File: src/common/cpu_consts.svh
`ifndef CPU_CONSTS_SVH
`define CPU_CONSTS_SVH

// data and address width
`define CPU_XLEN 32

// register file geometry
`define CPU_REG_COUNT 32
`define CPU_REG_BITS 5

// data memory, word index comes from address bits 6..2
`define CPU_DMEM_WORDS 32
`define CPU_DMEM_INDEX_BITS 5

// byte step between instructions
`define CPU_PC_STEP 4

`endif

File: src/common/isaPkg.sv
`default_nettype none

package isaPkg;

	// primary opcode field, bits 31..26
	typedef enum logic [5:0] {
		opR    = 6'b000000,
		opAddi = 6'b001000,
		opLw   = 6'b100011,
		opSw   = 6'b101011
	} opcodeT;

	// funct field of R-type, bits 5..0
	typedef enum logic [5:0] {
		fnAdd = 6'b100000,
		fnSub = 6'b100010,
		fnAnd = 6'b100100,
		fnOr  = 6'b100101,
		fnSlt = 6'b101010
	} functT;

	// ALU operations
	typedef enum logic [2:0] {
		aluAnd = 3'b000,
		aluOr  = 3'b001,
		aluAdd = 3'b010,
		aluSub = 3'b110,
		aluSlt = 3'b111
	} aluOpT;

endpackage

`default_nettype wire

File: src/common/pipePkg.sv
`default_nettype none
`include "cpu_consts.svh"

package pipePkg;

	typedef logic [`CPU_XLEN-1:0] wordT;
	typedef logic [`CPU_REG_BITS-1:0] regIdxT;

	// execute stage controls
	typedef struct packed {
		logic aluSrc;
		isaPkg::aluOpT aluOp;
		logic useFunct;
	} exCtrlT;

	// memory stage controls
	typedef struct packed {
		logic memRead;
		logic memWrite;
	} memCtrlT;

	// writeback controls, regWrite is never set for register 0
	typedef struct packed {
		logic regWrite;
		logic memToReg;
	} wbCtrlT;

endpackage

`default_nettype wire

File: src/fetchStage.sv
`default_nettype none
`include "cpu_consts.svh"

module fetchStage (
	input  logic          clk,
	input  logic          reset,
	input  logic          stall,
	input  pipePkg::wordT instr,
	output pipePkg::wordT pc,
	output pipePkg::wordT idInstr
);

	////////////////////////////////////////
	// program counter
	////////////////////////////////////////
	always_ff @(posedge clk or posedge reset) begin
		if (reset) begin
			pc <= '0;
		end else if (!stall) begin
			pc <= pc + `CPU_PC_STEP;
		end
	end

	////////////////////////////////////////
	// fetch/decode register
	////////////////////////////////////////
	// word zero decodes as a no-op, so reset leaves a harmless bubble
	always_ff @(posedge clk or posedge reset) begin
		if (reset) begin
			idInstr <= '0;
		end else if (!stall) begin
			idInstr <= instr;
		end
	end

endmodule

`default_nettype wire

File: config.mk
export PLATFORM = sky130hd
export DESIGN_NAME = fetchStage
export DESIGN_NICKNAME = d
export VERILOG_FILES = /design/src/common/isaPkg.sv /design/src/common/pipePkg.sv /design/src/fetchStage.sv
export VERILOG_INCLUDE_DIRS = /design/src /design/src/common
export SDC_FILE = /design/constraint.sdc
export NUM_CORES = 1
export LEC_CHECK = 0
export BUFFER_PORTS_ARGS = -buffer_cell sky130_fd_sc_hd__buf_2
export CAP_MARGIN = 20
export CORE_UTILIZATION = 40
export CTS_CLUSTER_SIZE = 25
export DETAILED_ROUTE_END_ITERATION = 12
export MAX_ROUTING_LAYER = met4
export PLACE_DENSITY = 0.71
export SYNTH_ARGS = -nofsm -noshare
export SYNTH_HDL_FRONTEND = slang
export SYNTH_SLANG_ARGS = --single-unit
File: constraint.sdc
create_clock -name clk -period 4.8 [get_ports clk]
set_clock_uncertainty 0.2 [all_clocks]
set_input_delay 0.72 -clock clk [delete_from_list [all_inputs] [get_ports clk]]
set_output_delay 0.72 -clock clk [all_outputs]
set_load 0.005 [all_outputs]
# --- Yosys cells after proc, flatten, opt, wreduce, memory -nomap -nowiden ---
# Cells that the tools add are included.
classes:
  n_eq_ne: 0
  bitwise: 0
  n_mux: 0
  addsub: 1
  shift: 0
  n_div: 0
  mul: 0
  magnitude_cmp: 0
  reduce_logical: 0
op_table:
  columns: ["op", "n"]
  rows:
  - ["$add A32 B3 Y32 const B", 1]
word_totals:
  wordCells: 3
  memories: 0
  inputBits: 35
  latchBits: 0
  register_bits: 64
  ramBits: 0
  mem_bits_ro: 0
  out_inout_bits: 64

# --- Depth between registers and ports, before layout ---
depth:
  word_depth: 1
  ltp_mapped: 5
  ltp_nobuf: 5

# --- Least setup slack after synthesis ---
# Ideal clock, no wire load.
synth_timing:
  path_kind: "input port to flip-flop"
  from: "input stall"
  to: "register pc[29]"
  arrival_ns: 1.991
  cell_stages: 5
  required_ns: 4.521
  setup_time_ns: 0.079
  setup_slack_ns: 2.530
  path_buffers: 1
  path_cell_list: "nand4b_2 > or4_4 > buf_6 > nor4_4 > xor2_1"
synth_rtl:
  columns: ["element", "line_no", "source"]
  rows:
  - ["start, declared", "fetchStage.sv:7", "input logic stall,"]
  - ["end signal, assigned", "fetchStage.sv:20", "pc <= pc + `CPU_PC_STEP;"]
  - ["end, declared", "fetchStage.sv:9", "output pipePkg::wordT pc,"]

==> reports/metrics.cfg <==
[power_and_ir_drop]
p_comb_share_pct=14.4
powerDensity_mw_per_mm2=364.1
clkPwrFrac_pct=33.2
total_power_mw=1.219
power_frac_seq_pct=52.3
p_leak_nw=1.667
cell_internal_pwr_uw=902.1
switching_share_pct=25.98
power_switching_uw=316.7
ir_drop_uv=215.1

[die]
core-area_mm2=0.006350
start_util_pct=41.36
rows=29
die_h_um=83.03
dieArea_mm2=0.006894
die_w_um=83.03
pin_count=99

[critical_path]
worst_ep_arrival_time_ps=2510
path_delay_family=simple AND/OR/NAND/NOR gates
end_kind=flop
critPathSlowestCell=nor3_1
r2r_cells=4
cpPeakStageDelay_ps=670
worst-path-buf-inv=1
critPathKind=input pin to flop
path_depth=5
worstSetupStartpointType=input pin
required_ps=4810
crit_chain=buf_2 > nand4b_2 > nor3_1 > nand4_1 > xnor2_1
cp_max_fo=39

[logic_synthesis]
postSynthAreaPerCell_um2=13.13
yosys_register_bits=62
mappedNetlistArea_mm2=0.002626
seq_area_frac_synth_pct=59.08
syn-instance-count=200
yosysWarnings=0
ys_types=27

[placed_design]
gp_congestion=0.8926
place_inst=368
place_hpwl_um=3988
port_buffers=96

[cts]
clkSlewWorstSetupHoldPaths_ps=60
tritoncts=built
htree_levels=3
cts_buffer_depth=2
root_buffer=clkbuf_8
cts_resized=0
clkSinkCount=62
cts_buffers=9
post-cts-setup-buffers=0
clk_latency_ps=320
ctsHoldBuffers=0

[grt]
grt_pass1_wl_um=9356
grt_usage_pct=17.89
overflow=0
grt_max_degree=40
antenna_found_initial=0
grt_pass1_vias=1953

[final_layout]
diodes=0
final_common_cell=buf_2
area_growth_pct=27.44
final_cells=382
final_cell_mix=buf_2, dfrtp_1, mux2_2, xnor2_1, nand2_1
final_nets=338
drive_gt1_share_pct=49.18

[sta]
drv_slew=0
worst_pin_slew_ps=811.0
whs_ps=263.5
period_minus_slack_ps=2500
setup_viol=0
timing_hold_violations_final=0
slew_headroom_pct=45.93
rsz0062_at_grt=no
tns_ps=0
fin_crit_sh_pct=52.09
fmax_mhz=399.9

[min_path]
min_path_type=flop to flop
hold_depth=1

[routing]
vias=1941
routedWlPerCell_um=14.33
viasPerCell=5.081
routed_wl_um=5475
drtIter0Drc=112
drc=0
postRouteAntennaNets=0
dr.pass1.iters=4

[run_status]
status=finished clean

[flow_run]
maxCapViolCount=0

## Yosys cell counts (all sizes together)
master	number	share of area, %
nand2	14	2.0
nor3	6	1.1
nand3	8	1.5
nor2	7	1.0
ha	1	0.48
and2	2	0.48
xor2	10	3.3
and4	3	1.0
or3	1	0.29
inv	3	0.43
clkbuf	4	0.57
nor4	7	2.2
conb	1	0.14
nand4	9	2.4
nand4b	2	0.91
and3	2	0.48
mux2	33	14
xnor2	19	6.3
nor2b	1	0.24
and3b	1	0.38
or4	1	0.43
dfrtp	62	59
buf	3	1.0
## flip-flops by register name, summed over array words and instances, names as in the netlist
register,cells
pc,30
idInstr,32
## layer usage
layer | up-vias | global-route usage (%) | routed length [um]
li1 | 898 | - | -
met1 | 932 | 22.27 | 2459
met2 | 103 | 26.60 | 2467
met3 | 8 | 6.362 | 484
met4 | 0 | 7.367 | 63
met5 | - | - | 0
## cells by family after synthesis
family                   after synthesis  synth area share (%)
AND/OR/NAND/NOR                       64                 14.48
buffers and inverters                 10                 2.001
other                                  1                0.1428
flip-flops                            62                 59.08
adder cells (fa/ha/maj)                1                0.4763
multiplexers                          33                 14.15
XOR/XNOR                              29                 9.671
## cell type report
cell class                 instances  area [um^2]
inverter                           3        11.26
clock buffer                      13        168.9
fill                             557         3003
timing repair buffer              97        488.0
multi-input combinational        129         1026
sequential                        62         1551
clock inverter                     1        5.005
tap                               77        96.34
## through the flow
stage | util [%] | area (um^2) | worst slack [ps]
final | 52.71 | 3347 | 2300
after global routing | 52.71 | 3347 | 2084
after floorplan | - | 2630 | 2339
after global placement | 49.97 | 3173 | 1992
after detailed placement | 49.97 | 3173 | 1924
after CTS | 52.71 | 3347 | 2280
## path summary, 6_finish.rpt
path	start	endpoint	slack, ps
worst max-delay path	stall	pc[27]	2300
worst min-delay path	pc[31]	pc[31]	260
worst max register to register	pc[18]	pc[26]	2750
worst min register to register	pc[31]	pc[31]	260
max in group asynchronous	reset	pc[6]	3250
min in group asynchronous	reset	idInstr[8]	290
## power by group through the flow
| stage | Sequential (mW) | Clock (mW) | Combinational (mW) |
|---|---|---|---|
| after floorplan | 0.644 | 0 | 0.0889 |
| after global placement | 0.646 | 0 | 0.178 |
| after detailed placement | 0.647 | 0 | 0.181 |
| after CTS | 0.639 | 0.421 | 0.181 |
| after global routing | 0.650 | 0.440 | 0.196 |
| final | 0.638 | 0.405 | 0.176 |
Power figures use the tool's default switching activity.
