===== src/common/cpu_consts.svh =====
`ifndef CPU_CONSTS_SVH
`define CPU_CONSTS_SVH

// data and address width
`define CPU_XLEN 32

// register file geometry
`define CPU_REG_COUNT 32
`define CPU_REG_BITS 5

// data memory, word index comes from address bits 6..2
`define CPU_DMEM_WORDS 32
`define CPU_DMEM_INDEX_BITS 5

// byte step between instructions
`define CPU_PC_STEP 4

`endif


===== src/common/isaPkg.sv =====
`default_nettype none

package isaPkg;

	// primary opcode field, bits 31..26
	typedef enum logic [5:0] {
		opR    = 6'b000000,
		opAddi = 6'b001000,
		opLw   = 6'b100011,
		opSw   = 6'b101011
	} opcodeT;

	// funct field of R-type, bits 5..0
	typedef enum logic [5:0] {
		fnAdd = 6'b100000,
		fnSub = 6'b100010,
		fnAnd = 6'b100100,
		fnOr  = 6'b100101,
		fnSlt = 6'b101010
	} functT;

	// ALU operations
	typedef enum logic [2:0] {
		aluAnd = 3'b000,
		aluOr  = 3'b001,
		aluAdd = 3'b010,
		aluSub = 3'b110,
		aluSlt = 3'b111
	} aluOpT;

endpackage

`default_nettype wire


===== src/common/pipePkg.sv =====
`default_nettype none
`include "cpu_consts.svh"

package pipePkg;

	typedef logic [`CPU_XLEN-1:0] wordT;
	typedef logic [`CPU_REG_BITS-1:0] regIdxT;

	// execute stage controls
	typedef struct packed {
		logic aluSrc;
		isaPkg::aluOpT aluOp;
		logic useFunct;
	} exCtrlT;

	// memory stage controls
	typedef struct packed {
		logic memRead;
		logic memWrite;
	} memCtrlT;

	// writeback controls, regWrite is never set for register 0
	typedef struct packed {
		logic regWrite;
		logic memToReg;
	} wbCtrlT;

endpackage

`default_nettype wire


===== src/common/stageIf.sv =====
`default_nettype none


// execute/memory pipeline register contents
interface exMemIf;
	import pipePkg::*;

	memCtrlT memCtrl;
	wbCtrlT wbCtrl;
	wordT aluResult;
	wordT storeData;
	regIdxT rd;

	modport execute (output memCtrl, wbCtrl, aluResult, storeData, rd);
	modport memory (input memCtrl, wbCtrl, aluResult, storeData, rd);
endinterface

`default_nettype wire


===== src/memoryStage.sv =====
`default_nettype none
`include "cpu_consts.svh"

module memoryStage (
	input  logic            clk,
	input  logic            reset,
	exMemIf.memory          exMem,
	output logic            wbWrite,
	output pipePkg::regIdxT wbReg,
	output pipePkg::wordT   wbData
);
	import pipePkg::*;

	wordT dmem [`CPU_DMEM_WORDS];
	logic [`CPU_DMEM_INDEX_BITS-1:0] index;
	wordT loadData;
	wbCtrlT wbCtrlQ;
	wordT loadQ;
	wordT aluQ;
	regIdxT rdQ;

	// word index, upper address bits ignored
	assign index = exMem.aluResult[`CPU_DMEM_INDEX_BITS+1:2];
	assign loadData = dmem[index];

	////////////////////////////////////////
	// data memory
	////////////////////////////////////////
	always_ff @(posedge clk or posedge reset) begin
		if (reset) begin
			for (int i = 0; i < `CPU_DMEM_WORDS; i++) begin
				dmem[i] <= '0;
			end
		end else if (exMem.memCtrl.memWrite) begin
			dmem[index] <= exMem.storeData;
		end
	end

	////////////////////////////////////////
	// memory/writeback register
	////////////////////////////////////////
	always_ff @(posedge clk or posedge reset) begin
		if (reset) begin
			wbCtrlQ <= '0;
			loadQ <= '0;
			aluQ <= '0;
			rdQ <= '0;
		end else begin
			wbCtrlQ <= exMem.wbCtrl;
			if (exMem.memCtrl.memRead) begin
				loadQ <= loadData;
			end
			aluQ <= exMem.aluResult;
			rdQ <= exMem.rd;
		end
	end

	assign wbWrite = wbCtrlQ.regWrite;
	assign wbReg   = rdQ;
	assign wbData  = wbCtrlQ.memToReg ? loadQ : aluQ;

endmodule

`default_nettype wire


===== src/flat_wrapper.sv =====
// flat-port wrapper written by rule: the top's interface ports become plain ports
module memoryStage_flat import pipePkg::*;
  (clk, reset, wbWrite, wbReg, wbData, exMem_memCtrl, exMem_wbCtrl, exMem_aluResult, exMem_storeData, exMem_rd);
  exMemIf exMem_i ();
  input  logic clk;
  input  logic reset;
  output logic wbWrite;
  output pipePkg::regIdxT wbReg;
  output pipePkg::wordT wbData;
  input wire logic [$bits(exMem_i.memCtrl)-1:0] exMem_memCtrl;
  input wire logic [$bits(exMem_i.wbCtrl)-1:0] exMem_wbCtrl;
  input wire logic [$bits(exMem_i.aluResult)-1:0] exMem_aluResult;
  input wire logic [$bits(exMem_i.storeData)-1:0] exMem_storeData;
  input wire logic [$bits(exMem_i.rd)-1:0] exMem_rd;
  assign exMem_i.memCtrl = exMem_memCtrl;
  assign exMem_i.wbCtrl = exMem_wbCtrl;
  assign exMem_i.aluResult = exMem_aluResult;
  assign exMem_i.storeData = exMem_storeData;
  assign exMem_i.rd = exMem_rd;
  memoryStage u_core (.clk(clk), .reset(reset), .exMem(exMem_i), .wbWrite(wbWrite), .wbReg(wbReg), .wbData(wbData));
endmodule

===== config.mk =====
export PLATFORM = sky130hd
export DESIGN_NAME = memoryStage_flat
export DESIGN_NICKNAME = d
export VERILOG_FILES = /design/src/common/isaPkg.sv /design/src/common/pipePkg.sv /design/src/common/stageIf.sv /design/src/memoryStage.sv /design/src/flat_wrapper.sv
export VERILOG_INCLUDE_DIRS = /design/src /design/src/common
export SDC_FILE = /design/constraint.sdc
export NUM_CORES = 2
export LEC_CHECK = 0
export BUFFER_PORTS_ARGS = -buffer_cell sky130_fd_sc_hd__buf_4
export CAP_MARGIN = 30
export CORE_MARGIN = 5
export CORE_UTILIZATION = 43
export CTS_CLUSTER_SIZE = 20
export DETAILED_ROUTE_END_ITERATION = 10
export PLACE_DENSITY = 0.63
export SYNTH_ARGS = -nofsm -noshare
export SYNTH_HDL_FRONTEND = slang
export SYNTH_SLANG_ARGS = --single-unit

===== constraint.sdc =====
create_clock -name clk -period 74.9 [get_ports clk]
set_clock_uncertainty 0.1 [all_clocks]
set_input_delay 18.725 -clock clk [delete_from_list [all_inputs] [get_ports clk]]
set_output_delay 18.725 -clock clk [all_outputs]
set_load 0.02 [all_outputs]

# After elaboration in Yosys (flattened, before gate mapping)
# Cells that the tools add are included.
[word_totals] ff_bits=1095 inputBits=75 output_inout_bits=38
[classes] magnitude_cmp=2 n_mux=7 bitwise=1 n_reduce_logical=1
[ops] cell="1024-bit bitwise mux" n=1
[ops] cell="32-bit binary-select mux with 5-bit select" n=1
[ops] cell="32-bit demux with 5-bit select" n=1
[ops] cell="32-bit 2-to-1 mux" n=4
[ops] cell="6-bit >= comparator (second input constant)" n=1
[ops] cell="6-bit by 1-bit < comparator with 1-bit output (second input constant)" n=1
[ops] cell="5-bit inverter with 6-bit output" n=1
[ops] cell="1-bit logical AND" n=1

# Logic depth before layout (Yosys ltp)
[depth] ltp_word=6 mapped_depth=8

# Worst setup path after synthesis
# Ideal clock, no wire load.
[synth_timing] path_type="in2reg" startpoint="in exMem_aluResult[2]" endpoint="reg u_core.loadQ[18]" t_arrival_ps=20216 required_time_ps=74681 setup_slack_ps=54465 cell_stages=7 n_path_buf=3 cell_sequence="buf_4 buf_4 buf_2 mux4_2 a22oi_1 nand4_1 o21a_1"
[synth_via] elab_chain_cells=4
[synth_rtl] element="start, declared" line_no="flat_wrapper.sv:12" rtl="input wire logic [$bits(exMem_i.aluResult)-1:0] exMem_aluResult;"
[synth_rtl] element="5-bit inverter with 6-bit output (implied by the code)" line_no="memoryStage.sv:24" rtl="assign loadData = dmem[index];"
[synth_rtl] element="32-bit binary-select mux with 5-bit select" line_no="memoryStage.sv:24"
[synth_rtl] element="32-bit 2-to-1 mux (implied by the code) (2 in a row)" line_no="memoryStage.sv:24"
[synth_rtl] element="end signal, assigned" line_no="memoryStage.sv:51" rtl="loadQ <= loadData;"
[synth_rtl] element="end, declared" line_no="memoryStage.sv:18" rtl="wordT loadQ;"
# No other way between the ends. The select of a mux whose other input is x is not followed.
# A chain may end at the register's enable or synchronous reset.

# Worst setup path after layout
[layout_timing] startpoint="in exMem_aluResult[3]" endpoint="reg u_core.loadQ[21]"
# Same word-level chain as after synthesis.

==> results.yml <==
sta:
  tightest_slew_ns: 1.11
  maxSlewHeadroom_pct: 25.9
  finalSetupTns_ns: 0
  finalCriticalPeriod_ns: 21.90
  finalSetupViolations: 0
  final-hold-violation-count: 0
  finalMaxSlewViolations: 0
  fmax_mhz: 45.7
  rsz0062_at_grt: "no"
  post-route-period-util_pct: 29.2
clocking:
  clk_pin_slew_worst_paths_ns: 0.06
  cts_buffer_depth: 3
  root_buffer: "clkbuf_16"
  cts_resized: 0
  clock-sinks: 1095
  cts_tree: "done"
  holdBufCountCts: 0
  htreeDepth: 3
  cts-buffers-inserted: 116
  worstSkewPairLatency_ns: 0.69
  cts_setup_buffers: 0
pwr:
  pwr-share-clk_pct: 36.8
  p_int_mw: 1.18
  power.switching_mw: 0.383
  seqPwrFrac_pct: 48.7
  powerDensity_nw_per_um2: 28.7
  max-vdd-ir-drop_mv: 0.0195
  p_sw_share_pct: 24.4
  cellLeakagePower_nw: 24.0
  p_comb_share_pct: 14.6
setup_path:
  cp.required_ns: 75.33
  path_max_fanout: 84
  rrSetupSlack_ns: 73.06
  crit_type: "in -> reg"
  crit_chain: "buf_8 -> buf_4 -> buf_4 -> mux4_2 -> a22o_1 -> nor4b_1 -> a31oi_1"
  path_common_cell: "buf_4"
  r2r_end: "u_core.loadQ[3]"
  cp-end-kind: "register"
  cp.arrival_ns: 22.33
  slowest_delay_ns: 0.87
  cp_num_buf_inv: 3
  critPathTopFamily: "buffers and inverters"
  crit_slowest_cell: "buf_4"
  startpoint_type: "input pin"
  reg2reg_depth: 3
  r2r-start: "u_core.dmem[611]"
synthesis:
  postSynthAreaPerCell_um2: 15.7
  synth_warnings: 0
  synth_edf_count: 0
  yosys.area.top_type: "dfrtp_1"
  synth_top_area_share_pct: 56.7
  syn_area_um2: 48400
  seq_area_frac_synth_pct: 56.7
  synth_top_cells_by_area: "dfrtp_1 (57%), mux2_2 (25%), mux4_2 (9.4%)"
  synthCells: 3077
  yosysUniqueCellTypes: 44
  ys_ff_latch: 1095
  synthFlopType: "dfrtp_1"
  ys_async_sr_fraction_pct: 100
  synthesis.nets: 3152
global_routing:
  grt_max_degree: 193
  grt_pass1_vias: 30761
  grt_overflow: 0
  antenna_found_initial: 2
  track_usage_pct: 22.9
  grt_pass1_wl_um: 207000
min_path:
  hold_start: "u_core.loadQ[6]"
  min_path_type: "reg -> reg"
  hold_end: "u_core.loadQ[6]"
  hold_path_depth: 1
drt:
  vias: 27892
  ant_nets: 0
  firstDrtPassIters: 5
  drt-vias-per-instance: 5.96
  wl_um: 137000
  drt_iter0_drc: 2148
  wire_per_inst_um: 29.4
  drc: 0
placed_design:
  gp_congestion: 0.784
  dp_hpwl_um: 74900
  placedCellCount: 4465
  io_buffer_count: 112
die:
  die_h_um: 345
  core_um2: 112000
  ios: 113
  die_area_um2: 119000
  die_x_um: 345
  start_util_pct: 43.2
  rows: 123
run:
  maxCapViolCount: 0
final_layout:
  drive_above_1_share_pct: 52.2
  mostFrequentLayoutCell: "dfrtp_1"
  fill_cells: 9510
  fin_nets: 3160
  final_cell_mix: "dfrtp_1 (1094), mux2_2 (1053), mux4_2 (202), buf_4 (171), clkbuf_16 (121)"
  instances_no_fill: 4677
  area_growth_pct: 12.8
status:
  status: "finished, final reports clean"
## how the worst max path moves through the flow
stage                        from               end  slack [ns]  depth (start not counted)
3_3_place_gp   exMem_aluResult[3]  u_core.loadQ[24]       52.39                          7
4_1_cts                     reset  u_core.dmem[952]       53.03                          5
2_1_floorplan               reset    u_core.aluQ[0]       25.25                          1
6_report       exMem_aluResult[3]  u_core.loadQ[21]       53.00                          7
3_5_place_dp                reset  u_core.dmem[952]       52.29                          5
5_1_grt        exMem_aluResult[3]  u_core.loadQ[21]       52.81                          7
## registers in the layout, indices dropped and copies added (netlist names)
register / flops
u_core.wbCtrlQ: 1
u_core.wbWrite: 1
u_core.wbReg: 5
u_core.loadQ: 32
u_core.dmem: 1024
u_core.aluQ: 32
## power by group through the flow
| stage | sequential [mW] | combinational (mW) | clock [mW] |
|---|---|---|---|
| global placement | 0.762 | 0.218 | 0 |
| CTS | 0.761 | 0.230 | 0.587 |
| finish | 0.762 | 0.228 | 0.576 |
| floorplan | 0.752 | 0.184 | 0 |
| global route | 0.774 | 0.248 | 0.613 |
| detailed placement | 0.771 | 0.230 | 0 |
## stage by stage
stage | worst slack (ns) | total power [mW] | cell area [µm²] | util (%) | hold slack, ns
after floorplan | 25.25 | 0.936 | 48400 | - | 0.346
after global placement | 52.39 | 0.980 | 50500 | 45.1 | 0.355
after CTS | 53.03 | 1.58 | 54500 | 48.7 | 0.379
after detailed placement | 52.29 | 1.00 | 50700 | 45.2 | 0.365
after global routing | 52.81 | 1.63 | 54600 | 48.7 | 0.404
final | 53.00 | 1.57 | 54600 | 48.7 | 0.379
## worst reg2reg max path, cell delays in order, from the launching register on
cell and delay [ns]:
dfrtp_1 0.38, mux4_2 0.48, a211oi_1 0.52, a41oi_1 0.20
## cell usage after synthesis, types with 3 or more instances
cell type and count:
nor2_1 42, a22o_1 4, o221ai_1 25, mux2_2 1053, o21a_1 22, a22oi_1 75, a21oi_1 25, nor4_1 3
o22ai_1 20, a211oi_1 6, dfrtp_1 1095, a41oi_1 3, buf_1 4, mux4_2 202, mux2i_1 104, mux2_1 9
buf_2 145, nand3_1 7, nand2_1 18, o2bb2ai_1 5, nand4_1 23, buf_4 11, a31oi_1 6, nand4b_1 3
clkbuf_1 133, nand2b_1 7, nor4b_1 4
## metal layers
layer / global-route usage [%] / up-vias / share of wire (%)
met5: 0 / - / 0
met4: 7.65 / 0 / 3.5
met3: 4.13 / 245 / 5.8
met2: 37.2 / 858 / 48
met1: 31.4 / 15306 / 43
li1: - / 11483 / -
## layout make-up
cell class | instances | area, µm² | area share [%]
well taps | 1500 | 1880 | 3.44
flip-flops and latches | 1095 | 27400 | 50.2
inverters | 2 | 15.0 | 0.0275
clock buffers | 184 | 3550 | 6.51
diodes | 1 | 2.50 | 0.00459
multi-input cells | 1687 | 19900 | 36.4
repair buffers | 183 | 1570 | 2.87
clock inverters | 25 | 278 | 0.509
## cells by family after synthesis
group | Yosys count | synth area share (%)
AO/OA/AOI/OAI | 198 | 2.98
buffers and inverters | 295 | 2.75
flip-flops | 1095 | 56.7
multiplexers | 1368 | 36.3
AND/OR/NAND/NOR | 121 | 1.32
(Power assumes the default switching activity.)
