## src/common/cpu_consts.svh

```systemverilog
`ifndef CPU_CONSTS_SVH
`define CPU_CONSTS_SVH

// data and address width
`define CPU_XLEN 32

// register file geometry
`define CPU_REG_COUNT 32
`define CPU_REG_BITS 5

// data memory, word index comes from address bits 6..2
`define CPU_DMEM_WORDS 32
`define CPU_DMEM_INDEX_BITS 5

// byte step between instructions
`define CPU_PC_STEP 4

`endif

```

## src/common/isaPkg.sv

```systemverilog
`default_nettype none

package isaPkg;

	// primary opcode field, bits 31..26
	typedef enum logic [5:0] {
		opR    = 6'b000000,
		opAddi = 6'b001000,
		opLw   = 6'b100011,
		opSw   = 6'b101011
	} opcodeT;

	// funct field of R-type, bits 5..0
	typedef enum logic [5:0] {
		fnAdd = 6'b100000,
		fnSub = 6'b100010,
		fnAnd = 6'b100100,
		fnOr  = 6'b100101,
		fnSlt = 6'b101010
	} functT;

	// ALU operations
	typedef enum logic [2:0] {
		aluAnd = 3'b000,
		aluOr  = 3'b001,
		aluAdd = 3'b010,
		aluSub = 3'b110,
		aluSlt = 3'b111
	} aluOpT;

endpackage

`default_nettype wire

```

## src/common/pipePkg.sv

```systemverilog
`default_nettype none
`include "cpu_consts.svh"

package pipePkg;

	typedef logic [`CPU_XLEN-1:0] wordT;
	typedef logic [`CPU_REG_BITS-1:0] regIdxT;

	// execute stage controls
	typedef struct packed {
		logic aluSrc;
		isaPkg::aluOpT aluOp;
		logic useFunct;
	} exCtrlT;

	// memory stage controls
	typedef struct packed {
		logic memRead;
		logic memWrite;
	} memCtrlT;

	// writeback controls, regWrite is never set for register 0
	typedef struct packed {
		logic regWrite;
		logic memToReg;
	} wbCtrlT;

endpackage

`default_nettype wire

```

## src/common/stageIf.sv

```systemverilog
`default_nettype none

// decode/execute pipeline register contents
interface idExIf;
	import isaPkg::*;
	import pipePkg::*;

	exCtrlT exCtrl;
	memCtrlT memCtrl;
	wbCtrlT wbCtrl;
	wordT rsVal;
	wordT rtVal;
	wordT imm;
	regIdxT rs;
	regIdxT rt;
	regIdxT rd;
	functT funct;

	modport decode (output exCtrl, memCtrl, wbCtrl, rsVal, rtVal, imm, rs, rt, rd, funct);
	modport execute (input exCtrl, memCtrl, wbCtrl, rsVal, rtVal, imm, rs, rt, rd, funct);
endinterface


`default_nettype wire

```

## src/decode/decodeStage.sv

```systemverilog
`default_nettype none
`include "cpu_consts.svh"

module decodeStage (
	input  logic            clk,
	input  logic            reset,
	input  pipePkg::wordT   idInstr,
	input  logic            wbWrite,
	input  pipePkg::regIdxT wbReg,
	input  pipePkg::wordT   wbData,
	output logic            stall,
	idExIf.decode           idEx
);
	import isaPkg::*;
	import pipePkg::*;

	opcodeT opcode;
	regIdxT rsField;
	regIdxT rtField;
	regIdxT rdField;
	regIdxT destReg;
	wordT rsVal;
	wordT rtVal;
	wordT imm;
	exCtrlT exCtrl;
	memCtrlT memCtrl;
	wbCtrlT wbCtrl;

	assign opcode  = opcodeT'(idInstr[31:26]);
	assign rsField = idInstr[25:21];
	assign rtField = idInstr[20:16];
	assign rdField = idInstr[15:11];
	assign imm     = {{(`CPU_XLEN-16){idInstr[15]}}, idInstr[15:0]};

	registerFile u_regFile (
		.clk(clk),
		.reset(reset),
		.rs(rsField),
		.rt(rtField),
		.wbWrite(wbWrite),
		.wbReg(wbReg),
		.wbData(wbData),
		.rsVal(rsVal),
		.rtVal(rtVal)
	);

	////////////////////////////////////////
	// main control
	////////////////////////////////////////
	always_comb begin
		exCtrl = '0;
		exCtrl.aluOp = aluAdd;
		memCtrl = '0;
		wbCtrl = '0;
		destReg = rtField;
		case (opcode)
			opR: begin
				exCtrl.useFunct = 1'b1;
				wbCtrl.regWrite = 1'b1;
				destReg = rdField;
			end
			opAddi: begin
				exCtrl.aluSrc = 1'b1;
				wbCtrl.regWrite = 1'b1;
			end
			opLw: begin
				exCtrl.aluSrc = 1'b1;
				memCtrl.memRead = 1'b1;
				wbCtrl.regWrite = 1'b1;
				wbCtrl.memToReg = 1'b1;
			end
			opSw: begin
				exCtrl.aluSrc = 1'b1;
				memCtrl.memWrite = 1'b1;
			end
			// unknown opcode stays a bubble
			default: begin
			end
		endcase
		// $0 is never written
		if (destReg == '0) begin
			wbCtrl.regWrite = 1'b0;
		end
	end

	// load in execute feeding this instruction
	assign stall = idEx.memCtrl.memRead && ((idEx.rt == rsField) || (idEx.rt == rtField));

	////////////////////////////////////////
	// decode/execute register
	////////////////////////////////////////
	always_ff @(posedge clk or posedge reset) begin
		if (reset) begin
			idEx.exCtrl <= '0;
			idEx.memCtrl <= '0;
			idEx.wbCtrl <= '0;
			idEx.rsVal <= '0;
			idEx.rtVal <= '0;
			idEx.imm <= '0;
			idEx.rs <= '0;
			idEx.rt <= '0;
			idEx.rd <= '0;
			idEx.funct <= functT'('0);
		end else begin
			// a stall sends a bubble
			idEx.exCtrl <= stall ? exCtrlT'('0) : exCtrl;
			idEx.memCtrl <= stall ? memCtrlT'('0) : memCtrl;
			idEx.wbCtrl <= stall ? wbCtrlT'('0) : wbCtrl;
			idEx.rsVal <= rsVal;
			idEx.rtVal <= rtVal;
			idEx.imm <= imm;
			idEx.rs <= rsField;
			idEx.rt <= rtField;
			idEx.rd <= destReg;
			idEx.funct <= functT'(idInstr[5:0]);
		end
	end

endmodule

`default_nettype wire

```

## src/decode/registerFile.sv

```systemverilog
`default_nettype none
`include "cpu_consts.svh"

module registerFile (
	input  logic            clk,
	input  logic            reset,
	input  pipePkg::regIdxT rs,
	input  pipePkg::regIdxT rt,
	input  logic            wbWrite,
	input  pipePkg::regIdxT wbReg,
	input  pipePkg::wordT   wbData,
	output pipePkg::wordT   rsVal,
	output pipePkg::wordT   rtVal
);
	import pipePkg::*;

	wordT regs [`CPU_REG_COUNT];

	always_ff @(posedge clk or posedge reset) begin
		if (reset) begin
			for (int i = 0; i < `CPU_REG_COUNT; i++) begin
				regs[i] <= '0;
			end
		end else if (wbWrite) begin
			regs[wbReg] <= wbData;
		end
	end

	// same-cycle writeback is visible to the reader
	assign rsVal = (wbWrite && (wbReg == rs)) ? wbData : regs[rs];
	assign rtVal = (wbWrite && (wbReg == rt)) ? wbData : regs[rt];

endmodule

`default_nettype wire

```

## src/flat_wrapper.sv

```systemverilog
// flat-port wrapper written by rule: the top's interface ports become plain ports
module decodeStage_flat import isaPkg::*; import pipePkg::*;
  (clk, reset, idInstr, wbWrite, wbReg, wbData, stall, idEx_exCtrl, idEx_memCtrl, idEx_wbCtrl, idEx_rsVal, idEx_rtVal, idEx_imm, idEx_rs, idEx_rt, idEx_rd, idEx_funct);
  idExIf idEx_i ();
  input  logic clk;
  input  logic reset;
  input  pipePkg::wordT idInstr;
  input  logic wbWrite;
  input  pipePkg::regIdxT wbReg;
  input  pipePkg::wordT wbData;
  output logic stall;
  output wire logic [$bits(idEx_i.exCtrl)-1:0] idEx_exCtrl;
  output wire logic [$bits(idEx_i.memCtrl)-1:0] idEx_memCtrl;
  output wire logic [$bits(idEx_i.wbCtrl)-1:0] idEx_wbCtrl;
  output wire logic [$bits(idEx_i.rsVal)-1:0] idEx_rsVal;
  output wire logic [$bits(idEx_i.rtVal)-1:0] idEx_rtVal;
  output wire logic [$bits(idEx_i.imm)-1:0] idEx_imm;
  output wire logic [$bits(idEx_i.rs)-1:0] idEx_rs;
  output wire logic [$bits(idEx_i.rt)-1:0] idEx_rt;
  output wire logic [$bits(idEx_i.rd)-1:0] idEx_rd;
  output wire logic [$bits(idEx_i.funct)-1:0] idEx_funct;
  assign idEx_exCtrl = idEx_i.exCtrl;
  assign idEx_memCtrl = idEx_i.memCtrl;
  assign idEx_wbCtrl = idEx_i.wbCtrl;
  assign idEx_rsVal = idEx_i.rsVal;
  assign idEx_rtVal = idEx_i.rtVal;
  assign idEx_imm = idEx_i.imm;
  assign idEx_rs = idEx_i.rs;
  assign idEx_rt = idEx_i.rt;
  assign idEx_rd = idEx_i.rd;
  assign idEx_funct = idEx_i.funct;
  decodeStage u_core (.clk(clk), .reset(reset), .idInstr(idInstr), .wbWrite(wbWrite), .wbReg(wbReg), .wbData(wbData), .stall(stall), .idEx(idEx_i));
endmodule
```

## config.mk

```make
export PLATFORM = sky130hd
export DESIGN_NAME = decodeStage_flat
export DESIGN_NICKNAME = d
export VERILOG_FILES = /design/src/common/isaPkg.sv /design/src/common/pipePkg.sv /design/src/common/stageIf.sv /design/src/decode/decodeStage.sv /design/src/decode/registerFile.sv /design/src/flat_wrapper.sv
export VERILOG_INCLUDE_DIRS = /design/src /design/src/common
export SDC_FILE = /design/constraint.sdc
export NUM_CORES = 2
export LEC_CHECK = 0
export ABC_AREA = 1
export BUFFER_PORTS_ARGS = -buffer_cell sky130_fd_sc_hd__buf_4
export CORE_MARGIN = 2
export CORE_UTILIZATION = 49
export CTS_CLUSTER_DIAMETER = 80
export DETAILED_ROUTE_END_ITERATION = 10
export HOLD_SLACK_MARGIN = 0.12
export PLACE_DENSITY = 0.67
export SYNTH_ARGS = -nofsm -noshare
export SYNTH_HDL_FRONTEND = slang
export SYNTH_HIERARCHICAL = 1
export SYNTH_SLANG_ARGS = --single-unit
```

## constraint.sdc

```tcl
create_clock -name clk -period 97.7 [get_ports clk]
set_input_delay 14.655 -clock clk [delete_from_list [all_inputs] [get_ports clk]]
set_output_delay 14.655 -clock clk [all_outputs]
set_load 0.01 [all_outputs]
```

Word-level counts from Yosys, hierarchy flattened

Cells that the tools add are included.

$lt $le $gt $ge: 4
Equal/unequal tests: 7
Multiplexer cells: 21
Bitwise gates (word level): 3
Reductions and logical operators: 9

Operators by type and width:

| operator           | number |
|---|---|
| $bwmux 1024        | 1 |
| $bmux 32 s5        | 2 |
| $mux 32            | 7 |
| $demux 32 s5       | 1 |
| $eq 5x5->1         | 4 |
| $ge 6x6->1 const B | 3 |
| $not 5->6          | 3 |
| $eq 6x6->1 const B | 2 |
| $mux 5             | 2 |
| $eq 6x4->1 const B | 1 |
| $logic_not 6->1    | 1 |
| $lt 6x1->1 const B | 1 |
| $mux 1             | 6 |
| $reduce_or 3->1    | 2 |
| $logic_not 5->1    | 1 |
| $logic_and 1x1->1  | 4 |
| $mux 2             | 2 |
| $logic_or 1x1->1   | 1 |

Register bits after elaboration: 1134

Depth between registers and ports, before layout

Depth after elaboration: 6
Mapped depth: 12
Depth with buffers taken out: 9

By module

Netlist, hierarchy kept.

By module, submodules not included:

| module       | times used | cells each | area an instance (µm²) | sequential area each (µm²) |
|---|---|---|---|---|
| registerFile | 1          | 8345       | 56659.3                | 25624.6 |
| decodeStage  | 1          | 220        | 3141.8                 | 2527.4 |

Worst setup path after synthesis

OpenSTA, ideal clock, no wires.

Path type: input to output
From: in idInstr[20]
To: out stall
Data arrival time: 15176 ps
Required time: 83045 ps
Setup slack: 67869 ps
Stages on the path: 8
Path buffers: 0
Cells stage by stage: inv_1 nand2_1 nand2_1 nor2_1 nand3_1 nand2_1 nand2_1 inv_2

Cells in the longest elaborated chain, start to end: 3

RTL lines:

| item               | RTL line           | text |
|---|---|---|
| start: declaration | flat_wrapper.sv:7  | `input pipePkg::wordT idInstr;` |
| $eq 5x5->1         | decodeStage.sv:87  | `assign stall = idEx.memCtrl.memRead && ((idEx.rt == rsField) \|\| (idEx.rt == rtField));` |
| $logic_or 1x1->1   | decodeStage.sv:87  |  |
| $logic_and 1x1->1  | decodeStage.sv:87  |  |
| end: declaration   | flat_wrapper.sv:11 | `output logic stall;` |

No other way between the ends.

Worst setup path in the final report

From: in idInstr[16]
To: out stall

The elaborated chain is that of the path after synthesis.

==> results.ini <==
[status]
outcome=finished clean

[route]
drtIter0Drc=9024
vias=60200
wl_um=228000
drc=0
wl_per_cell_um=23.0
ant_nets=0
dr.pass1.iters=9
viasPerCell=6.06

[finish]
area_growth_pct=9.66
nNetsFinal=8273
drive_above_1_share=0.0641

[grt]
use_met3=0.0881
grt_pass1_wl_um=345000
grt_usage=0.359
antenna_found_initial=0
grt_use_met1=0.488
use_met2=0.542
grt.overflow.total=0
grt_max_degree=181
top_usage_layer=met2
grt_pass1_vias=55500

[timing]
hold_viol=0
max_slew.worst_pin.slew_ns=1.22
period_minus_slack_ns=30.82
final-setup-viol-count=0
fmax_ghz=0.0324
setup_tns_ns=0
clock-skew-final_ns=0.0271
grt_setup_unrepaired=no
min_period_over_period=0.315
slew_headroom=0.184
layout_setup_ws_ns=66.88
slew_violations=0

[flow_run]
cap_violations=0

[place]
pre_cts_ws_ns=66.93
gp_congestion=0.864
dp.final_hpwl_um=111000
portBuffers=196

[clock_tree]
cts.clk_slew.worst_paths_ns=0.06
cts_resized=0
cts_tree=done
postCtsHoldBufs=0
root_buffer=clkbuf_16
cts_max_level=4
clock_latency_ns=0.78
cts_buffers=130
post_cts_buffers=0
max-clock-path-buffers=3
numClockSinks=1125

[floorplanning]
core_um2=121000
start_util=0.493
dieArea_um2=125000
die_y_um=353
rows=128
num_io_pins=199
fp.dieW_um=353

[synthesis]
ys_seq_area_frac=0.471
synth_compound_area_frac=0.0872
yosys.area_share.xor_xnor=0.000293
synth_cell_types=24
synth-main-ff-cell=dfrtp_1
yosys.area_share.simple=0.387
synth-seq-cells=1125
synth_cells=8565
synth-edff-count=0
synth_top_family_by_area=simple AND/OR/NAND/NOR gates
syn_avg_cell_area_um2=6.98
ys_warn_count=6
synthAdderAreaFrac=0
async_flop_share=1.00
netlist_area_um2=59800
muxShareOfSynthArea=0

[power]
switchingPower_uw=426
clock_power_share=0.365
vdd_ir_drop_max_mv=0.0199
p_per_area_nw_per_um2=20.8
p_comb_frac=0.183
p_int_uw=936
seqPwrFrac=0.452
swShare=0.313
p_leak_uw=0.0312

[worst_setup_path]
arrival_ns=16.17
cp_data_required_time_ns=83.04
r2r_start=u_core/u_regFile/regs[56]
worst_r2r_endpoint=u_core/idEx.rsVal[24]
ff2ff_path_depth=8
crit_path_start_kind=primary input
worst-setup-path-type=in -> out
crit_fanout=128
rrSetupSlack_ns=96.22
endpoint_kind=primary output

[worst_hold_path]
hold_depth=2
min_path_type=reg -> reg
hold_path_end=u_core/u_regFile/regs[790]
hp-start=u_core/u_regFile/regs[790]

## layout make-up
type	instances	area [µm²]
Fill cell	11800	55800
Inverter	78	348
Sequential cell	1125	28200
Multi-Input combinational cell	6597	28600
Timing Repair Buffer	269	2130
Antenna cell	3	7.51
Clock buffer	193	3900
Tap cell	1625	2030
Clock inverter	38	395
## cells in the final DEF, fill, tap and decap left out, drive strengths merged, types with 2 or more instances in the layout
cell,instances
nand2,3720
nand3,1736
dfrtp,1125
o21ai,965
buf,269
clkbuf,193
inv,83
nor2,80
a21oi,68
clkinv,24
nor3,12
bufinv,7
o22ai,6
diode,3
clkinvlp,2
xnor2,2
nand4,2
conb,2
nor4,2
## synthesized netlist by cell type (2+ instances only)
library cell  count  share of area
a21oi_1          68         0.0057
buf_1            73         0.0046
buf_2            13         0.0011
buf_4            25         0.0031
clkbuf_1        655          0.041
dfrtp_1        1125           0.47
inv_1            70         0.0044
inv_2             8        0.00050
nand2_1        3720           0.23
nand3_1        1735           0.15
nand4_1           2        0.00021
nor2_1           77         0.0048
nor2_4            3        0.00056
nor3_1            8        0.00067
nor3_2            4        0.00067
nor4_4            2        0.00071
o21ai_0         942          0.079
o21ai_1          23         0.0019
o22ai_1           6        0.00063
xnor2_1           2        0.00029
## metrics by stage
| step | util | power [µW] | hold slack (ns) | instance area, µm² | cells |
|---|---|---|---|---|---|
| detailed placement | 0.505 | 866 | 0.494 | 61300 | 9694 |
| CTS | 0.540 | 1360 | 0.508 | 65600 | 9925 |
| floorplan | - | 789 | 0.474 | 59800 | 8566 |
| global placement | 0.505 | 856 | 0.488 | 61300 | 9694 |
| finish | 0.540 | 1360 | 0.507 | 65600 | 9928 |
| global route | 0.540 | 1430 | 0.526 | 65600 | 9925 |
## cell families after synthesis
family,after synthesis
buffers and inverters,844
AOI/OAI and AO/OA,1040
and+or+nand+nor,5553
other,1
DFF,1125
xor gates and xnor gates,2
## state kept, by name (all words and copies together) (netlist names)
name and flops:
u_core/u_regFile/regs 1024, u_core/idEx.rsVal 32, u_core/idEx.rtVal 32, u_core/idEx.imm 11
u_core/idEx.funct 5, u_core/idEx.rd 5, u_core/idEx.rs 5, u_core/idEx.rt 5
u_core/idEx.exCtrl 3, u_core/idEx.memCtrl 2, u_core/idEx.wbCtrl 1
## critical path, stage by stage
cell     delay (ns)
buf_8          0.64
nand2_1        0.11
inv_1          0.09
nor2_1         0.04
nor2_1         0.09
nand3_1        0.07
nand2_1        0.10
nand2_1        0.10
inv_2          0.09
buf_4          0.12
## worst max path at each step
stage | startpoint | cells after the start | endpoint | slack (ns)
floorplan | reset | 1 | u_core/u_regFile/regs[0] | 54.23
global placement | idInstr[16] | 10 | stall | 66.84
detailed placement | idInstr[16] | 10 | stall | 66.93
CTS | idInstr[16] | 10 | stall | 66.92
global route | idInstr[16] | 10 | stall | 66.69
finish | idInstr[16] | 10 | stall | 66.88
## power by group through the flow
| stage | combinational (µW) | clock, µW | sequential, µW |
|---|---|---|---|
| 2_1_floorplan | 180 | 0 | 610 |
| 3_3_place_gp | 239 | 0 | 617 |
| 3_5_place_dp | 245 | 0 | 620 |
| 4_1_cts | 246 | 501 | 613 |
| 5_1_grt | 284 | 521 | 627 |
| 6_report | 249 | 496 | 616 |
## layer usage
| layer | vias to the layer above | share of wire |
|---|---|---|
| li1 | 27200 | - |
| met1 | 28400 | 0.40 |
| met2 | 3866 | 0.43 |
| met3 | 696 | 0.12 |
| met4 | 2 | 0.048 |
| met5 | - | 0.00025 |
Note: power is estimated with default switching activity, not from simulation.
