==> src/common/cpu_consts.svh <==
`ifndef CPU_CONSTS_SVH
`define CPU_CONSTS_SVH

// data and address width
`define CPU_XLEN 32

// register file geometry
`define CPU_REG_COUNT 32
`define CPU_REG_BITS 5

// data memory, word index comes from address bits 6..2
`define CPU_DMEM_WORDS 32
`define CPU_DMEM_INDEX_BITS 5

// byte step between instructions
`define CPU_PC_STEP 4

`endif

==> src/common/isaPkg.sv <==
`default_nettype none

package isaPkg;

	// primary opcode field, bits 31..26
	typedef enum logic [5:0] {
		opR    = 6'b000000,
		opAddi = 6'b001000,
		opLw   = 6'b100011,
		opSw   = 6'b101011
	} opcodeT;

	// funct field of R-type, bits 5..0
	typedef enum logic [5:0] {
		fnAdd = 6'b100000,
		fnSub = 6'b100010,
		fnAnd = 6'b100100,
		fnOr  = 6'b100101,
		fnSlt = 6'b101010
	} functT;

	// ALU operations
	typedef enum logic [2:0] {
		aluAnd = 3'b000,
		aluOr  = 3'b001,
		aluAdd = 3'b010,
		aluSub = 3'b110,
		aluSlt = 3'b111
	} aluOpT;

endpackage

`default_nettype wire

==> src/common/pipePkg.sv <==
`default_nettype none
`include "cpu_consts.svh"

package pipePkg;

	typedef logic [`CPU_XLEN-1:0] wordT;
	typedef logic [`CPU_REG_BITS-1:0] regIdxT;

	// execute stage controls
	typedef struct packed {
		logic aluSrc;
		isaPkg::aluOpT aluOp;
		logic useFunct;
	} exCtrlT;

	// memory stage controls
	typedef struct packed {
		logic memRead;
		logic memWrite;
	} memCtrlT;

	// writeback controls, regWrite is never set for register 0
	typedef struct packed {
		logic regWrite;
		logic memToReg;
	} wbCtrlT;

endpackage

`default_nettype wire

==> src/common/stageIf.sv <==
`default_nettype none

// decode/execute pipeline register contents
interface idExIf;
	import isaPkg::*;
	import pipePkg::*;

	exCtrlT exCtrl;
	memCtrlT memCtrl;
	wbCtrlT wbCtrl;
	wordT rsVal;
	wordT rtVal;
	wordT imm;
	regIdxT rs;
	regIdxT rt;
	regIdxT rd;
	functT funct;

	modport decode (output exCtrl, memCtrl, wbCtrl, rsVal, rtVal, imm, rs, rt, rd, funct);
	modport execute (input exCtrl, memCtrl, wbCtrl, rsVal, rtVal, imm, rs, rt, rd, funct);
endinterface

// execute/memory pipeline register contents
interface exMemIf;
	import pipePkg::*;

	memCtrlT memCtrl;
	wbCtrlT wbCtrl;
	wordT aluResult;
	wordT storeData;
	regIdxT rd;

	modport execute (output memCtrl, wbCtrl, aluResult, storeData, rd);
	modport memory (input memCtrl, wbCtrl, aluResult, storeData, rd);
endinterface

`default_nettype wire

==> src/executeStage.sv <==
`default_nettype none
`include "cpu_consts.svh"

module executeStage (
	input  logic            clk,
	input  logic            reset,
	idExIf.execute          idEx,
	input  pipePkg::wordT   wbData,
	input  logic            wbWrite,
	input  pipePkg::regIdxT wbReg,
	exMemIf.execute         exMem
);
	import isaPkg::*;
	import pipePkg::*;

	aluOpT aluOp;
	logic functOk;
	wordT opA;
	wordT fwdB;
	wordT opB;
	wordT diff;
	wordT aluResult;

	////////////////////////////////////////
	// ALU operation select
	////////////////////////////////////////
	always_comb begin
		aluOp = idEx.exCtrl.aluOp;
		functOk = 1'b1;
		if (idEx.exCtrl.useFunct) begin
			case (idEx.funct)
				fnAdd: aluOp = aluAdd;
				fnSub: aluOp = aluSub;
				fnAnd: aluOp = aluAnd;
				fnOr:  aluOp = aluOr;
				fnSlt: aluOp = aluSlt;
				default: functOk = 1'b0;
			endcase
		end
	end

	////////////////////////////////////////
	// forwarding
	////////////////////////////////////////
	// newest producer wins: memory stage, then writeback
	always_comb begin
		if (exMem.wbCtrl.regWrite && (exMem.rd == idEx.rs)) begin
			opA = exMem.aluResult;
		end else if (wbWrite && (wbReg == idEx.rs)) begin
			opA = wbData;
		end else begin
			opA = idEx.rsVal;
		end

		if (exMem.wbCtrl.regWrite && (exMem.rd == idEx.rt)) begin
			fwdB = exMem.aluResult;
		end else if (wbWrite && (wbReg == idEx.rt)) begin
			fwdB = wbData;
		end else begin
			fwdB = idEx.rtVal;
		end
	end

	assign opB  = idEx.exCtrl.aluSrc ? idEx.imm : fwdB;
	assign diff = opA - opB;

	always_comb begin
		case (aluOp)
			aluAnd: aluResult = opA & opB;
			aluOr:  aluResult = opA | opB;
			aluAdd: aluResult = opA + opB;
			aluSub: aluResult = diff;
			// sign of the raw difference
			aluSlt: aluResult = {{(`CPU_XLEN-1){1'b0}}, diff[`CPU_XLEN-1]};
			default: aluResult = '0;
		endcase
	end

	////////////////////////////////////////
	// execute/memory register
	////////////////////////////////////////
	always_ff @(posedge clk or posedge reset) begin
		if (reset) begin
			exMem.memCtrl <= '0;
			exMem.wbCtrl <= '0;
			exMem.aluResult <= '0;
			exMem.storeData <= '0;
			exMem.rd <= '0;
		end else begin
			exMem.memCtrl <= idEx.memCtrl;
			exMem.wbCtrl.regWrite <= idEx.wbCtrl.regWrite && functOk;
			exMem.wbCtrl.memToReg <= idEx.wbCtrl.memToReg;
			exMem.aluResult <= aluResult;
			exMem.storeData <= fwdB;
			exMem.rd <= idEx.rd;
		end
	end

endmodule

`default_nettype wire

==> src/flat_wrapper.sv <==
// flat-port wrapper written by rule: the top's interface ports become plain ports
module executeStage_flat import isaPkg::*; import pipePkg::*;
  (clk, reset, wbData, wbWrite, wbReg, idEx_exCtrl, idEx_memCtrl, idEx_wbCtrl, idEx_rsVal, idEx_rtVal, idEx_imm, idEx_rs, idEx_rt, idEx_rd, idEx_funct, exMem_memCtrl, exMem_wbCtrl, exMem_aluResult, exMem_storeData, exMem_rd);
  idExIf idEx_i ();
  exMemIf exMem_i ();
  input  logic clk;
  input  logic reset;
  input  pipePkg::wordT wbData;
  input  logic wbWrite;
  input  pipePkg::regIdxT wbReg;
  input wire logic [$bits(idEx_i.exCtrl)-1:0] idEx_exCtrl;
  input wire logic [$bits(idEx_i.memCtrl)-1:0] idEx_memCtrl;
  input wire logic [$bits(idEx_i.wbCtrl)-1:0] idEx_wbCtrl;
  input wire logic [$bits(idEx_i.rsVal)-1:0] idEx_rsVal;
  input wire logic [$bits(idEx_i.rtVal)-1:0] idEx_rtVal;
  input wire logic [$bits(idEx_i.imm)-1:0] idEx_imm;
  input wire logic [$bits(idEx_i.rs)-1:0] idEx_rs;
  input wire logic [$bits(idEx_i.rt)-1:0] idEx_rt;
  input wire logic [$bits(idEx_i.rd)-1:0] idEx_rd;
  input wire logic [$bits(idEx_i.funct)-1:0] idEx_funct;
  output wire logic [$bits(exMem_i.memCtrl)-1:0] exMem_memCtrl;
  output wire logic [$bits(exMem_i.wbCtrl)-1:0] exMem_wbCtrl;
  output wire logic [$bits(exMem_i.aluResult)-1:0] exMem_aluResult;
  output wire logic [$bits(exMem_i.storeData)-1:0] exMem_storeData;
  output wire logic [$bits(exMem_i.rd)-1:0] exMem_rd;
  assign idEx_i.exCtrl = idEx_exCtrl;
  assign idEx_i.memCtrl = idEx_memCtrl;
  assign idEx_i.wbCtrl = idEx_wbCtrl;
  assign idEx_i.rsVal = idEx_rsVal;
  assign idEx_i.rtVal = idEx_rtVal;
  assign idEx_i.imm = idEx_imm;
  assign idEx_i.rs = idEx_rs;
  assign idEx_i.rt = idEx_rt;
  assign idEx_i.rd = idEx_rd;
  assign idEx_i.funct = idEx_funct;
  assign exMem_memCtrl = exMem_i.memCtrl;
  assign exMem_wbCtrl = exMem_i.wbCtrl;
  assign exMem_aluResult = exMem_i.aluResult;
  assign exMem_storeData = exMem_i.storeData;
  assign exMem_rd = exMem_i.rd;
  executeStage u_core (.clk(clk), .reset(reset), .idEx(idEx_i), .wbData(wbData), .wbWrite(wbWrite), .wbReg(wbReg), .exMem(exMem_i));
endmodule
==> config.mk <==
export PLATFORM = sky130hd
export DESIGN_NAME = executeStage_flat
export DESIGN_NICKNAME = d
export VERILOG_FILES = /design/src/common/isaPkg.sv /design/src/common/pipePkg.sv /design/src/common/stageIf.sv /design/src/executeStage.sv /design/src/flat_wrapper.sv
export VERILOG_INCLUDE_DIRS = /design/src /design/src/common
export SDC_FILE = /design/constraint.sdc
export NUM_CORES = 1
export LEC_CHECK = 0
export BUFFER_PORTS_ARGS = -buffer_cell sky130_fd_sc_hd__buf_2
export CAP_MARGIN = 20
export CORE_MARGIN = 2
export CORE_UTILIZATION = 50
export DETAILED_ROUTE_END_ITERATION = 10
export GPL_TIMING_DRIVEN = 0
export HOLD_SLACK_MARGIN = 0.06
export MAX_ROUTING_LAYER = met4
export PLACE_DENSITY = 0.86
export SYNTH_ARGS = -nofsm -noshare
export SYNTH_HDL_FRONTEND = slang
export SYNTH_SLANG_ARGS = --single-unit
==> constraint.sdc <==
create_clock -name clk -period 5.1 [get_ports clk]
set_clock_uncertainty 0.2 [all_clocks]
set_input_delay 1.02 -clock clk [delete_from_list [all_inputs] [get_ports clk]]
set_output_delay 1.02 -clock clk [all_outputs]
set_load 0.05 [all_outputs]
== After elaboration in Yosys (flattened, before gate mapping) ==
Cells that the tools add are included.
Widths: inputs -> output; s select.
Word-level totals
  register bits: 73
  logic and storage cells: 41
Operators by class
  add/subtract/negate cells: 2
  equality and inequality tests: 13
  muxes and demuxes: 10
  bitwise gates (word level): 2
  reduce and logical (&&, ||, !) cells: 7
Operators with widths (number)
  $mux 32: 5
  $pmux 32 s5: 1
  $add 32x32->32: 1
  $and 32x32->32: 1
  $or 32x32->32: 1
  $sub 32x32->32: 1
  $eq 6x6->1 const B: 5
  $eq 5x5->1: 4
  $pmux 3 s5: 1
  $eq 3x3->1 const B: 2
  $logic_and 1x1->1: 5
  $reduce_or 5->1: 1
  $eq 3x1->1 const B: 1
  $eq 3x2->1 const B: 1
  $logic_not 3->1: 1
  $mux 3: 1
  $mux 1: 2

== Logic depth before layout (Yosys ltp) ==
  depth in word-level cells: 7
  depth in mapped cells: 21

== Least setup slack after synthesis ==
No wires, ideal clock.
  path type: input port to flip-flop
  start point: input port idEx_rs[3]
  end point: register u_core.exMem.aluResult[30]
  setup time: 0.124 ns
  arrival time: 5.202 ns
  required time: 4.776 ns
  setup slack: -0.426 ns
  cell stages on the path: 21
  path buffers: 2
  path through: xor2_1 nor4_4 and3_1 clkbuf_1 clkbuf_1 mux2i_1 o21a_1 inv_1 ha_1 inv_1 fa_1 nor2b_1 o31a_1 o21ai_0 a21oi_1 a311o_1 a21oi_1 o311ai_0 a21boi_0 o21bai_1 a211o_1
Between the ends
  longest elaborated chain between the ends: 6
  elaborated cells between the ends (all ways): 11
Ends and longest elaborated chain
  start, declared: line flat_wrapper.sv:17  | input wire logic [$bits(idEx_i.rs)-1:0] idEx_rs;
  $eq 5x5->1: line executeStage.sv:49  | end else if (wbWrite && (wbReg == idEx.rs)) begin
  $logic_and 1x1->1: line executeStage.sv:49
  $mux 32: line executeStage.sv:49
  $mux 32 (*): line executeStage.sv:47  | if (exMem.wbCtrl.regWrite && (exMem.rd == idEx.rs)) begin
  $sub 32x32->32 (tied with other cells): line executeStage.sv:65  | assign diff = opA - opB;
  $pmux 32 s5 (*): line executeStage.sv:68  | case (aluOp)
  via u_core.aluResult[30]: line executeStage.sv:22  | wordT aluResult;
  end, declared: line stageIf.sv:33  | modport execute (output memCtrl, wbCtrl, aluResult, storeData, rd);
The timed path passes the listed nets; every way through them passes the cells marked *.

== Final worst setup path ==
  start point: input port wbReg[0]
  end point: register u_core.exMem.aluResult[0]
Between the ends
  longest elaborated chain between the ends: 7
  elaborated cells between the ends (all ways): 14
Ends and longest elaborated chain
  start, declared: line flat_wrapper.sv:10  | input pipePkg::regIdxT wbReg;
  $eq 5x5->1: line executeStage.sv:57  | end else if (wbWrite && (wbReg == idEx.rt)) begin
  $logic_and 1x1->1: line executeStage.sv:57
  $mux 32: line executeStage.sv:57
  $mux 32: line executeStage.sv:55  | if (exMem.wbCtrl.regWrite && (exMem.rd == idEx.rt)) begin
  via u_core.fwdB[3]: line executeStage.sv:19  | wordT fwdB;
  $mux 32: line executeStage.sv:64  | assign opB = idEx.exCtrl.aluSrc ? idEx.imm : fwdB;
  $sub 32x32->32: line executeStage.sv:65
  $pmux 32 s5: line executeStage.sv:68
  via u_core.aluResult[0]: line executeStage.sv:22
The timed path passes the listed nets, and every way through them passes these cells.

==> parameters.txt <==
Parameter                              Value

Logic synthesis
  Post-Synth XOR/XNOR Area    4.94%
  Area of the mapped netlist    0.00870 mm²
  Fraction of the mapped netlist area in compound gates    24.8%
  Warnings, synthesis    0
  Number of unique standard cell types used by synthesis    72
  Primary FF master, synth    dfrtp_1
  Number of nets produced by synthesis    1,375
  Arithmetic-cell share of the synthesized area counting full adders, half adders and majority gates    14.4%
  Sequential element share of the synthesized area    21.0%
  Main combinational cell family by area after synthesis    compound AO/OA/AOI/OAI gates
  Gate count after technology mapping    1,111
  Synthesized area divided by synthesized cell count    7.83 µm²
  Share of synthesized flip-flops with an asynchronous set or reset    100%
  Number of enable flip-flop cells after synthesis    0
  Fraction of the mapped netlist area in simple logic gates    15.7%
  Register bit count reported by yosys    73
  Mux contribution to synthesized area    11.8%

Global route
  Via count of the first global-routing pass    9,552
  Global-route met3 utilization    6.19%
  Largest net degree at the start of global routing    52
  Overall fraction of global-route tracks in use    39.5%
  Routing layer with the top usage in global route    met2
  Grt met1 use    51.0%
  M2 GR Usage    61.2%
  Wire length of the first global-routing pass    53,400 µm
  Antenna violations before repair    0
  Total gr overflow    0

Timing
  Final worst-path cycle share    102%
  RSZ-0062 raised after global routing    yes
  Number of endpoints failing setup at the final stage    4
  Fmax    193 MHz
  Number of endpoints with negative hold slack in the final report    0
  Worst slew margin    21.7%
  Setup slack after layout    -0.0783 ns
  Transition time at the pin with the least slew margin    1.17 ns
  Tmin final    5.18 ns
  Worst hold slack    0.336 ns
  Max-slew violations    0

Routing
  Drt first-iter violations    1,084
  Via-to-Cell Ratio    6.24
  DRT Pass-1 Iters    6
  Number of nets still failing antenna checks after routing    0
  Detailed-route wire length    37,600 µm
  Wire length per cell after detailed routing    23.0 µm
  Via count of the routed design    10,206
  Post-detailed-route DRC marker count    0

Floorplan
  Starting density of the core    50.6%
  Placeable core region    0.0172 mm²
  Number of top-level design ports    239
  Die width    136 µm
  Number of rows in the core area    48
  Die outline height    136 µm
  Die area    0.0185 mm²

Outcome
  Status    finished, violations left
  Violations in the final reports    negative setup slack

Final layout
  Fraction of layout cells with a size suffix above 1    33.2%
  Number of nets in the layout    1,670
  N_diodes    0
  Area added between synthesis and finish    36.9%

Setup path
  Data arrival time of the critical path    5.23 ns
  Cell type of the slowest stage on the worst timing path    a311oi_4
  Type of destination of the critical path    flip-flop
  Top Family by Delay on Critical Path    compound AO/OA/AOI/OAI gates
  Req. time, crit path    5.15 ns
  CP startpoint kind    primary input
  Crit path buffers/inverters    6
  Critical Path, Cell by Cell    buf_8, xor2_2, nor3_2, and3_4, buf_12, buf_12, mux2i_1, o21ai_1, mux2_4, ha_4, buf_12, nor3_4, o21ai_2, o211ai_1, buf_4, a311oi_4, buf_4, a2111oi_4, o211ai_1, o211ai_1, a211oi_2, xnor2_1, o41ai_2
  Maximum fanout along the worst path    5
  Type of the worst setup path    primary input to flip-flop
  Highest cell delay on the worst timing path    0.33 ns

CTS
  Clock Sinks    73
  Clock tree from TritonCTS    done
  Cts bufs inserted    9
  Worst-skew pair later-pin latency    0.36 ns
  Root buffer cell    clkbuf_16
  Clock edge transition at the registers on the reported setup and hold paths    0.07 ns
  Number of H-tree levels    3
  Number of buffers on the longest clock path    2

Power
  Worst vdd rail ir drop    0.000186 V
  Switching part of the total power    46.3%
  Internal power    1.57 mW
  Total net switching power    1.35 mW
  Part of the power in registers    23.4%
  Leakage power total    5.35 nW
  Clock group share of total power    22.0%
  Power density over the cells    245 mW/mm²
  Total design power    2.92 mW
  Part of the power in combinational logic    54.6%

Hold path
  Hold WC Path Type    flip-flop to flip-flop

Placement
  Final RePlAce weighted congestion    0.993
  Quantity of I/O buffers inserted on ports    238
  Post-DP HPWL    26,600 µm

Job
  Max-capacitance violation count    0
-- registers in the layout, indices dropped and copies added, names as in the netlist --
register and cells:
u_core.exMem.aluResult 32, u_core.exMem.storeData 32, u_core.exMem.rd 5, u_core.exMem.memCtrl 2
u_core.exMem.wbCtrl 2
-- per-stage QoR --
step	std cells	setup TNS (ns)	setup WS [ns]	util, %	area (µm²)
4_1_cts	1609	-0.00504	-0.00477	64.3	11000
2_1_floorplan	1111	-0.0485	-0.0485	-	8740
3_5_place_dp	1576	-28.98	-1.56	59.7	10300
6_report	1636	-0.179	-0.0783	69.3	11900
5_1_grt	1636	-1.37	-0.199	69.3	11900
3_3_place_gp	1574	-39.73	-2.00	59.4	10200
-- kinds of logic (layout without fill, tap and decap cells) --
family          Yosys count  in the layout
simple gates            290            290
mux                      99             99
compound gates          334            334
xor+xnor                 49             49
fa+ha+maj                99             99
flops                    73             73
buf+inv                 167            467
-- final timing paths --
kind	from	end	cells after the start	slack (ns)
worst max-delay path	wbReg[0]	u_core.exMem.aluResult[0]	23	-0.08
worst min-delay path	u_core.exMem.aluResult[17]	u_core.exMem.storeData[17]	2	0.34
worst max register to register	u_core.exMem.rd[0]	u_core.exMem.aluResult[0]	20	0.32
worst min register to register	u_core.exMem.aluResult[17]	u_core.exMem.storeData[17]	2	0.34
max in group asynchronous	reset	u_core.exMem.aluResult[1]	3	3.65
min in group asynchronous	reset	u_core.exMem.wbCtrl[0]	2	0.44
-- power by group through the flow --
stage	clock network [mW]	logic, mW	registers, mW
final	0.642	1.59	0.685
after global routing	0.661	1.68	0.690
after CTS	0.644	1.39	0.683
after detailed placement	0	1.30	0.692
after global placement	0	1.30	0.691
after floorplan	0	0.706	0.902
-- area by class of cell --
cell class | instances | area, µm²
Buffer | 56 | 422
Clock buffer | 11 | 243
Clock inverter | 5 | 40.0
Fill cell | 1425 | 5270
Inverter | 103 | 392
Multi-Input combinational cell | 871 | 6990
Sequential cell | 73 | 1830
Tap cell | 225 | 282
Timing Repair Buffer | 292 | 1710
-- placed cells by master (no fill, tap or decap), types with 6 or more instances in the layout --
master / netlist / routed
clkbuf_16: 0 / 11
nand3_1: 19 / 17
buf_4: 0 / 50
inv_2: 1 / 6
o21a_1: 20 / 19
mux2i_1: 69 / 65
ha_1: 96 / 79
o22ai_1: 20 / 19
mux2_2: 30 / 20
clkbuf_1: 56 / 28
a21o_1: 7 / 7
clkbuf_4: 0 / 6
inv_1: 102 / 95
o21bai_1: 14 / 14
mux2_4: 0 / 10
xor2_1: 16 / 15
a21oi_1: 87 / 77
a211oi_1: 10 / 6
buf_6: 0 / 9
or3_1: 8 / 8
nand4_1: 11 / 11
and2_1: 6 / 6
ha_4: 0 / 12
nand2b_1: 8 / 8
nand2_1: 101 / 101
buf_2: 7 / 237
o211ai_1: 16 / 16
nor4_1: 15 / 11
xnor2_1: 33 / 32
and3_1: 9 / 6
o21ai_1: 2 / 21
dfrtp_1: 73 / 73
nor2_1: 81 / 80
buf_12: 0 / 9
nor3_1: 14 / 8
o21ai_0: 91 / 67
-- per-layer routing --
metal / vias up / share of wire [%]
met2: 648 / 45
met5: - / 0
met1: 4865 / 40
met4: 0 / 5.1
li1: 4539 / -
met3: 154 / 10
-- tightest hold or removal path, delay by kind of cell (launching register included) --
family          cells  cell delay [ns]
simple gates        1             0.05
flops               1             0.36
compound gates      1             0.08
-- cell usage after synthesis (5+ instances only) --
cell	number	area share (%)
and3_1	9	0.65
o22ai_1	20	1.4
clkbuf_1	56	2.4
nand3_1	19	1.1
o21a_1	20	1.7
a211oi_1	10	0.86
dfrtp_1	73	21
inv_1	102	4.4
o211ai_1	16	1.4
xor2_1	16	1.6
nor2b_1	5	0.36
o21bai_1	14	1.2
nand2_1	101	4.4
buf_2	7	0.40
nand2b_1	8	0.58
or3_1	8	0.58
ha_1	96	14
xnor2_1	33	3.3
nor2_1	81	3.5
mux2i_1	69	7.9
and2_1	6	0.43
nor3_1	14	0.81
a21oi_1	87	5.0
mux2_2	30	3.9
nand4_1	11	0.79
a21o_1	7	0.60
nor4_1	15	1.1
o21ai_0	91	5.2
a221oi_1	7	0.71
-- timing repair --
action,in CTS,in global routing
endpoints found under the setup margin,24,19
cloned,0,1
gates resized for setup,98,157
hold buffers,0,0
pin swaps,23,69
setup buffers,22,29
Power figures use the tool's default switching activity.
